### src/verilog/alarm_pkg.sv
//####################################################################
// widths and sequencer types for the puzzle alarm top level
// target is 7 bits and is compared zero-extended to one operand word
//####################################################################
`default_nettype none

package alarm_pkg;

    localparam int unsigned operand_w   = 8;
    localparam int unsigned target_w    = 7;
    localparam int unsigned num_puzzles = 2;   // ratio then product

    // user operand and ALU word, all arithmetic modulo 256
    typedef logic [operand_w-1:0] operand_t;

    // puzzle target, e.g. the running timer value
    typedef logic [target_w-1:0] target_t;

    // alarm sequencer states
    typedef enum logic [2:0] {
        seq_idle          = 3'd0,
        seq_ringing       = 3'd1,
        seq_solve_ratio   = 3'd2,
        seq_solve_product = 3'd3,
        seq_awake         = 3'd4
    } seq_state_t;

    // status word seen outside the top
    typedef struct packed {
        logic                   ringing;   // alarm sounds
        logic                   awake;     // both puzzles solved
        logic [num_puzzles-1:0] active;    // one-hot, puzzle enabled
    } alarm_status_t;

endpackage : alarm_pkg

`default_nettype wire

### src/verilog/equation_pkg.sv
//####################################################################
// types shared by the equation unit FSM and its datapath
// one micro-operation is issued per cycle, idle means no register loads
//####################################################################
`default_nettype none

package equation_pkg;

    // which formula a unit evaluates
    typedef enum logic {
        ratio_sum   = 1'b0,   // (x/z)*(x/z) + y/z
        product_sum = 1'b1    // x*x*z + x*y
    } equation_kind_t;

    // ALU operations, only the ones the formulas need
    typedef enum logic [1:0] {
        alu_add = 2'd0,
        alu_mul = 2'd1,
        alu_div = 2'd2    // truncating, x/0 gives 0
    } alu_op_t;

    // operand register select for both ALU inputs
    typedef enum logic [1:0] {
        sel_x = 2'd0,
        sel_y = 2'd1,
        sel_z = 2'd2
    } reg_sel_t;

    // control word from the unit FSM to the datapath
    typedef struct packed {
        logic     load_x;
        logic     load_y;
        logic     load_z;     // z only ever loads from data_in
        logic     from_alu;   // x/y take the ALU result instead of data_in
        reg_sel_t sel_a;
        reg_sel_t sel_b;
        alu_op_t  op;
        logic     load_r;     // result register, always from the ALU
        logic     clear;      // zero x, y, z, r and sample target
    } eq_uop_t;

    // no loads, no clear
    localparam eq_uop_t uop_idle = '0;

endpackage : equation_pkg

`default_nettype wire

### src/verilog/equation_datapath.sv
//####################################################################
// operand, target and result registers around an add/mul/div ALU
// match is combinational and only meaningful after the result load
//####################################################################
`default_nettype none

module equation_datapath (
    input  wire                         clock,
    input  wire                         arst_n,
    input  wire equation_pkg::eq_uop_t  uop,
    input  wire alarm_pkg::operand_t    data_in,
    input  wire alarm_pkg::target_t     target,
    output logic                        match
);

    alarm_pkg::operand_t x_q;
    alarm_pkg::operand_t y_q;
    alarm_pkg::operand_t z_q;
    alarm_pkg::operand_t r_q;
    alarm_pkg::target_t  target_q;

    alarm_pkg::operand_t alu_a;
    alarm_pkg::operand_t alu_b;
    alarm_pkg::operand_t alu_out;

    // register select, same for both ALU inputs
    function automatic alarm_pkg::operand_t pick(
        input equation_pkg::reg_sel_t sel,
        input alarm_pkg::operand_t    x,
        input alarm_pkg::operand_t    y,
        input alarm_pkg::operand_t    z
    );
        case (sel)
            equation_pkg::sel_x: return x;
            equation_pkg::sel_y: return y;
            equation_pkg::sel_z: return z;
            default:             return '0;
        endcase
    endfunction

    always_ff @(posedge clock or negedge arst_n) begin
        if (!arst_n) begin
            x_q      <= '0;
            y_q      <= '0;
            z_q      <= '0;
            r_q      <= '0;
            target_q <= '0;
        end else if (uop.clear) begin
            // fresh attempt
            x_q      <= '0;
            y_q      <= '0;
            z_q      <= '0;
            r_q      <= '0;
            target_q <= target;
        end else begin
            if (uop.load_x) begin
                x_q <= uop.from_alu ? alu_out : data_in;
            end
            if (uop.load_y) begin
                y_q <= uop.from_alu ? alu_out : data_in;
            end
            if (uop.load_z) begin
                z_q <= data_in;
            end
            if (uop.load_r) begin
                r_q <= alu_out;
            end
        end
    end

    assign alu_a = pick(uop.sel_a, x_q, y_q, z_q);
    assign alu_b = pick(uop.sel_b, x_q, y_q, z_q);

    // results wrap to 8 bits
    always_comb begin
        case (uop.op)
            equation_pkg::alu_add: alu_out = alu_a + alu_b;
            equation_pkg::alu_mul: alu_out = alu_a * alu_b;
            equation_pkg::alu_div: alu_out = (alu_b == '0) ? '0 : alu_a / alu_b;
            default:               alu_out = '0;
        endcase
    end

    assign match = (r_q == {1'b0, target_q});   // target zero-extended

endmodule : equation_datapath

`default_nettype wire

### src/verilog/equation_unit.sv
//####################################################################
// one puzzle: x, y, z entry on go, four ALU steps, compare, verdict
// go held high stalls the unit, dropping enable aborts to wait_enable
//####################################################################
`default_nettype none

module equation_unit #(
    parameter equation_pkg::equation_kind_t KIND = equation_pkg::ratio_sum
) (
    input  wire                      clock,
    input  wire                      arst_n,
    input  wire                      enable,
    input  wire                      go,
    input  wire alarm_pkg::operand_t data_in,
    input  wire alarm_pkg::target_t  target,
    output logic                     solved,   // held until enable drops
    output logic                     fail      // one-cycle pulse
);

    typedef enum logic [3:0] {
        st_wait_enable = 4'd0,
        st_enter_x     = 4'd1,
        st_release_x   = 4'd2,
        st_enter_y     = 4'd3,
        st_release_y   = 4'd4,
        st_enter_z     = 4'd5,
        st_release_z   = 4'd6,
        st_step_0      = 4'd7,
        st_step_1      = 4'd8,
        st_step_2      = 4'd9,
        st_step_3      = 4'd10,
        st_compare     = 4'd11,
        st_complete    = 4'd12,
        st_retry       = 4'd13
    } unit_state_t;

    unit_state_t           state_q;
    unit_state_t           state_d;
    equation_pkg::eq_uop_t uop;
    logic                  match;

    // dst <= a op b, dst is x or y
    function automatic equation_pkg::eq_uop_t alu_step(
        input equation_pkg::reg_sel_t dst,
        input equation_pkg::reg_sel_t a,
        input equation_pkg::reg_sel_t b,
        input equation_pkg::alu_op_t  op
    );
        equation_pkg::eq_uop_t u;
        u          = equation_pkg::uop_idle;
        u.from_alu = 1'b1;
        u.load_x   = (dst == equation_pkg::sel_x);
        u.load_y   = (dst == equation_pkg::sel_y);
        u.sel_a    = a;
        u.sel_b    = b;
        u.op       = op;
        return u;
    endfunction

    always_ff @(posedge clock or negedge arst_n) begin
        if (!arst_n) begin
            state_q <= st_wait_enable;
        end else begin
            state_q <= state_d;
        end
    end

    always_comb begin
        state_d = state_q;
        case (state_q)
            st_wait_enable: if (enable) state_d = st_enter_x;
            st_enter_x:     if (go) state_d = st_release_x;
            st_release_x:   if (!go) state_d = st_enter_y;
            st_enter_y:     if (go) state_d = st_release_y;
            st_release_y:   if (!go) state_d = st_enter_z;
            st_enter_z:     if (go) state_d = st_release_z;
            st_release_z:   if (!go) state_d = st_step_0;
            st_step_0:      state_d = st_step_1;
            st_step_1:      state_d = st_step_2;
            st_step_2:      state_d = st_step_3;
            st_step_3:      state_d = st_compare;
            st_compare:     state_d = match ? st_complete : st_retry;
            st_complete:    state_d = st_complete;   // left only via enable
            st_retry:       state_d = st_enter_x;
            default:        state_d = st_wait_enable;
        endcase
        if (!enable) begin
            state_d = st_wait_enable;
        end
    end

    always_comb begin
        uop = equation_pkg::uop_idle;
        case (state_q)
            st_wait_enable, st_retry: uop.clear = 1'b1;   // also samples target
            st_enter_x: uop.load_x = go;                 // first go cycle only
            st_enter_y: uop.load_y = go;
            st_enter_z: uop.load_z = go;
            st_step_0: begin
                if (KIND == equation_pkg::ratio_sum) begin
                    uop = alu_step(equation_pkg::sel_x, equation_pkg::sel_x,
                                   equation_pkg::sel_z, equation_pkg::alu_div);
                end else begin
                    uop = alu_step(equation_pkg::sel_y, equation_pkg::sel_x,
                                   equation_pkg::sel_y, equation_pkg::alu_mul);
                end
            end
            st_step_1: begin
                // x*x in both formulas
                uop = alu_step(equation_pkg::sel_x, equation_pkg::sel_x,
                               equation_pkg::sel_x, equation_pkg::alu_mul);
            end
            st_step_2: begin
                if (KIND == equation_pkg::ratio_sum) begin
                    uop = alu_step(equation_pkg::sel_y, equation_pkg::sel_y,
                                   equation_pkg::sel_z, equation_pkg::alu_div);
                end else begin
                    uop = alu_step(equation_pkg::sel_x, equation_pkg::sel_x,
                                   equation_pkg::sel_z, equation_pkg::alu_mul);
                end
            end
            st_step_3: begin
                uop.sel_a  = equation_pkg::sel_x;   // r <= x + y
                uop.sel_b  = equation_pkg::sel_y;
                uop.op     = equation_pkg::alu_add;
                uop.load_r = 1'b1;
            end
            default: uop = equation_pkg::uop_idle;
        endcase
    end

    assign solved = (state_q == st_complete);
    assign fail   = (state_q == st_retry);

    equation_datapath i_datapath (
        .clock   (clock),
        .arst_n  (arst_n),
        .uop     (uop),
        .data_in (data_in),
        .target  (target),
        .match   (match)
    );

endmodule : equation_unit

`default_nettype wire

### src/verilog/alarm_sequencer.sv
//####################################################################
// alarm sequencer, rings on start and enables the puzzles in order
// solved inputs are only looked at in the matching solve state
//####################################################################
`default_nettype none

module alarm_sequencer (
    input  wire                                  clock,
    input  wire                                  arst_n,
    input  wire                                  start,
    input  wire [alarm_pkg::num_puzzles-1:0]     solved,
    output logic [alarm_pkg::num_puzzles-1:0]    enable,
    output alarm_pkg::alarm_status_t             status
);

    alarm_pkg::seq_state_t state_q;
    alarm_pkg::seq_state_t state_d;

    always_ff @(posedge clock or negedge arst_n) begin
        if (!arst_n) begin
            state_q <= alarm_pkg::seq_idle;
        end else begin
            state_q <= state_d;
        end
    end

    always_comb begin
        state_d = state_q;
        case (state_q)
            alarm_pkg::seq_idle: begin
                if (start) begin
                    state_d = alarm_pkg::seq_ringing;
                end
            end
            alarm_pkg::seq_ringing: begin
                state_d = alarm_pkg::seq_solve_ratio;   // single ring cycle
            end
            alarm_pkg::seq_solve_ratio: begin
                if (solved[0]) begin
                    state_d = alarm_pkg::seq_solve_product;
                end
            end
            alarm_pkg::seq_solve_product: begin
                if (solved[1]) begin
                    state_d = alarm_pkg::seq_awake;
                end
            end
            alarm_pkg::seq_awake: begin
                if (start) begin
                    state_d = alarm_pkg::seq_idle;   // re-arm
                end
            end
            default: begin
                state_d = alarm_pkg::seq_idle;
            end
        endcase
    end

    // puzzle order lives here and nowhere else
    assign enable[0] = (state_q == alarm_pkg::seq_solve_ratio);
    assign enable[1] = (state_q == alarm_pkg::seq_solve_product);

    always_comb begin
        status         = '0;
        status.ringing = (state_q == alarm_pkg::seq_ringing)
                      || (state_q == alarm_pkg::seq_solve_ratio)
                      || (state_q == alarm_pkg::seq_solve_product);
        status.awake   = (state_q == alarm_pkg::seq_awake);
        status.active  = enable;
    end

endmodule : alarm_sequencer

`default_nettype wire

### src/verilog/alarm_puzzle_top.sv
//####################################################################
// puzzle alarm top, one sequencer and two equation units
// go, start and fail are plain levels and pulses, no handshake
//####################################################################
`default_nettype none

module alarm_puzzle_top (
    input  wire                                  clock,
    input  wire                                  arst_n,
    input  wire                                  start,     // one-cycle pulse
    input  wire                                  go,        // level, one press per operand
    input  wire alarm_pkg::operand_t             data_in,
    input  wire alarm_pkg::target_t              target,    // stable during a puzzle
    output alarm_pkg::alarm_status_t             status,
    output logic [alarm_pkg::num_puzzles-1:0]    fail
);

    logic [alarm_pkg::num_puzzles-1:0] enable;
    logic [alarm_pkg::num_puzzles-1:0] solved;

    alarm_sequencer i_sequencer (
        .clock  (clock),
        .arst_n (arst_n),
        .start  (start),
        .solved (solved),
        .enable (enable),
        .status (status)
    );

    // first puzzle
    equation_unit #(
        .KIND (equation_pkg::ratio_sum)
    ) i_ratio (
        .clock   (clock),
        .arst_n  (arst_n),
        .enable  (enable[0]),
        .go      (go),
        .data_in (data_in),
        .target  (target),
        .solved  (solved[0]),
        .fail    (fail[0])
    );

    // second puzzle
    equation_unit #(
        .KIND (equation_pkg::product_sum)
    ) i_product (
        .clock   (clock),
        .arst_n  (arst_n),
        .enable  (enable[1]),
        .go      (go),
        .data_in (data_in),
        .target  (target),
        .solved  (solved[1]),
        .fail    (fail[1])
    );

endmodule : alarm_puzzle_top

`default_nettype wire

### config.mk
export PLATFORM = sky130hd
export DESIGN_NAME = alarm_puzzle_top
export DESIGN_NICKNAME = d
export VERILOG_FILES = /design/src/verilog/alarm_pkg.sv /design/src/verilog/equation_pkg.sv /design/src/verilog/equation_datapath.sv /design/src/verilog/equation_unit.sv /design/src/verilog/alarm_sequencer.sv /design/src/verilog/alarm_puzzle_top.sv
export SDC_FILE = /design/constraint.sdc
export NUM_CORES = 1
export LEC_CHECK = 0
export ABC_CLOCK_PERIOD_IN_PS = 13400
export BUFFER_PORTS_ARGS = -buffer_cell sky130_fd_sc_hd__buf_4
export CORE_MARGIN = 8
export CORE_UTILIZATION = 50
export DETAILED_ROUTE_END_ITERATION = 16
export PLACE_DENSITY = 0.66
export SYNTH_ARGS = -nofsm -noshare
export SYNTH_HDL_FRONTEND = slang
export SYNTH_SLANG_ARGS = --single-unit
### constraint.sdc
create_clock -name clock -period 13.4 [get_ports clock]
set_input_delay 1.34 -clock clock [delete_from_list [all_inputs] [get_ports clock]]
set_output_delay 1.34 -clock clock [all_outputs]
set_load 0.005 [all_outputs]
==> metrics.csv <==
stage;metric;value;unit
yosys;Synth Register Bits;89;
cells_and_area;Layout Area Growth over Synthesis;8.46;%
timing;PnR worst setup slack;0.849;ns
floorplan;Core Region;0.0173;mm2
clock_tree;clock sinks;89;
critical_path;largest stage delay on the critical path;0.50;ns
yosys;area leader, netlist;dfrtp_1;
timing;slew margin rel.;0.131;
yosys;Yosys top cell area share;0.252;
timing;max frequency;0.0797;GHz
floorplan;Die ar.;0.0222;mm2
floorplan;Die X;149;um
yosys;ys async rst share;1.00;
run;number of max-cap violations;0;
routing;Via density;5.87;
routing;ANT nets after route;0;
floorplan;Initial Util;0.511;
global_routing;first-pass GRT wire length;39.1;mm
critical_path;cell mode on critical path;o21a_1;
yosys;Synth Warn #;0;
clock_tree;setup repair bufs after CTS;0;
routing;DR iter-0 viols;553;
critical_path;Crit Path Category;flip-flop to flip-flop;
critical_path;RR Startpoint;i_ratio.state_q[2];
clock_tree;Num CTS Buffers;9;
global_routing;gr ovfl total;0;
clock_tree;later-pin clock latency in the skew report;0.34;ns
timing;total negative slack;0;ns
critical_path;CP delay by family, top;compound AO/OA/AOI/OAI gates;
floorplan;Die Y;149;um
place;IO Port Bufs;24;
clock_tree;CTS root buf;clkbuf_16;
place;placed insts;1292;
cells_and_area;Post-Layout Cell Count;1308;
timing;endpoints failing setup;0;
critical_path;reg-to-reg setup timing slack;0.85;ns
routing;WL final;23.6;mm
critical_path;CP Max Fanout;15;
timing;Final Skew;0.00517;ns
critical_path;Arr. time, crit path;12.78;ns
clock_tree;CTS H-tree depth;3;
clock_tree;CTS tree;yes;
routing;drt pass-1 iters;6;
critical_path;required time at the worst-slack endpoint;13.63;ns
floorplan;row cnt;48;
place;DP HPWL;18.0;mm
yosys;Syn Nets;1197;
min_path;worst hold start;i_sequencer.state_q[2];
min_path;min-delay worst type;flip-flop to flip-flop;
place;Setup WS pre-CTS;0.577;ns
yosys;Main synth FF type;dfrtp_1;
yosys;Area contributors post-synth;dfrtp_1 (25%), ha_1 (12%), nand2_1 (6.5%);
routing;WL per Instance;18.0;um
min_path;Worst Hold Endpoint;i_sequencer.state_q[0];
cells_and_area;share of layout cells above drive strength 1;0.109;
timing;fin crit share;0.937;
run_status;status;completed;
floorplan;IO Count;25;
critical_path;crit path buf inv count;3;
yosys;Seq/Total Area, Yosys;0.252;
yosys;Post-Syn Area;0.00883;mm2
cells_and_area;antenna cells;0;
critical_path;FF-to-FF path depth;57;
critical_path;reg2reg end;i_ratio.i_datapath.y_q[0];
place;GPL Wtd Cong;0.891;
critical_path;slowest stage cell, crit path;dfrtp_1;
clock_tree;CTS Hold Bufs;0;
clock_tree;Reg clk slew, reported paths;0.07;ns
min_path;WHS Path Cells;1;
yosys;Mapped Avg Cell Area;8.28;um2
yosys;Post-synth EDFFs;0;
routing;via count;7674;
global_routing;GRT Total Usage;0.217;
cells_and_area;NumNets Final;1209;
global_routing;initial antenna violation count;0;
yosys;Gate Count Post-Synth;1066;
timing;crit path time final;12.55;ns
critical_path;CP Capture Type;flip-flop;
critical_path;crit start category;flip-flop;
global_routing;pin count of the biggest net entering global routing;82;
global_routing;vias in the first global route;7451;
clock_tree;CTS max path bufs;2;
timing;Slew Limit Fails;0;
timing;RSZ-0062 raised after global routing;false;
timing;worst-margin pin slew;1.29;ns
timing;endpoints failing hold;0;
routing;DRC violations left;0;
yosys;Cell variety after synth;74;
## per-stage QoR
step                hold slack, ns  instance area, um2   util
floorplan                    0.449                8830      -
global placement             0.485                9260  0.535
detailed placement           0.489                9260  0.535
CTS                          0.510                9560  0.553
global route                 0.517                9580  0.554
finish                       0.507                9580  0.554
## timing repair
| item | CTS | global route |
|---|---|---|
| setup endpoints to repair | 0 | 3 |
| resized for setup | 0 | 6 |
| endpoints found under the hold margin | 0 | 0 |
## layout by cell type (no fill, tap or decap), types with 20 or more instances in the layout
cell type  instances
a21oi_1           69
and2_1            24
buf_4             47
dfrtp_1           87
fa_1              26
ha_1              86
inv_1             92
mux2_2            28
nand2_1          153
nand3_1           23
nor2_1            82
nor3_1            20
o21ai_0           58
xnor2_1           32
xor2_1            22
## state kept, by name (all words and copies together), names as in the netlist
register and flops:
i_product.i_datapath.y_q 8, i_ratio.i_datapath.target_q 7, i_product.state_q 4, i_ratio.i_datapath.r_q 8
i_ratio.state_q 4, i_ratio.i_datapath.x_q 8, i_product.i_datapath.r_q 8, i_ratio.i_datapath.y_q 8
i_product.i_datapath.target_q 7, i_product.i_datapath.x_q 8, i_ratio.i_datapath.z_q 8, i_sequencer.state_q 3
i_product.i_datapath.z_q 8
## synth_stat cells (5+ instances only)
master,number
nand2_1,153
inv_1,92
dfrtp_1,89
ha_1,86
nor2_1,82
a21oi_1,70
o21ai_0,58
xnor2_1,32
clkbuf_1,30
mux2_2,28
fa_1,26
and2_1,24
nand3_1,23
xor2_1,22
nor3_1,20
a31oi_1,18
a21o_1,17
o21a_1,17
o31ai_1,11
a221oi_1,9
nand2b_1,9
nor2b_1,9
or3_1,9
a22oi_1,8
and3_1,8
buf_2,7
buf_4,6
mux2i_1,6
nand4_1,6
a211oi_1,5
nor4_1,5
or2_2,5
xnor3_1,5
## cells by family (layout without fill, tap and decap cells)
family | after synthesis | count (layout) | share of synthesized area
and+or+nand+nor | 375 | 375 | 0.203
DFF | 89 | 89 | 0.252
adders and majority gates | 112 | 112 | 0.181
buffers and inverters | 138 | 155 | 0.0639
muxes | 35 | 35 | 0.0441
xor gates and xnor gates | 59 | 59 | 0.0663
AOI/OAI and AO/OA | 258 | 258 | 0.190
## layer usage
| metal | GRT usage | up-vias | routed length (um) | part of all wire |
|---|---|---|---|---|
| li1 | - | 3736 | - | - |
| met3 | 0.0322 | 31 | 1410 | 0.060 |
| met4 | 0.0525 | 0 | 375 | 0.016 |
| met2 | 0.332 | 231 | 10500 | 0.44 |
| met1 | 0.316 | 3676 | 11400 | 0.48 |
| met5 | 0 | - | 0 | 0 |
## layout make-up
type | count | area, um2
fill | 1649 | 7720
inverter | 92 | 345
sequential | 89 | 2230
clock buffer | 11 | 243
clock inverter | 5 | 62.6
multi-input combinational | 839 | 6060
tap | 225 | 282
timing repair buffer | 47 | 353
## how the worst max path moves through the flow
stage                       start  slack [ns]  cells past startpoint                   endpoint
2_1_floorplan  i_ratio.state_q[1]        1.23                     55  i_ratio.i_datapath.y_q[0]
3_3_place_gp   i_ratio.state_q[0]        0.90                     56  i_ratio.i_datapath.y_q[0]
3_5_place_dp   i_ratio.state_q[0]        0.58                     56  i_ratio.i_datapath.y_q[0]
4_1_cts        i_ratio.state_q[0]        0.54                     56  i_ratio.i_datapath.y_q[0]
5_1_grt        i_ratio.state_q[2]        0.03                     57  i_ratio.i_datapath.y_q[0]
6_report       i_ratio.state_q[2]        0.85                     57  i_ratio.i_datapath.y_q[0]
Power is not shown: default switching activity piles up to over one toggle a cycle in this logic, so the estimate is an artifact.
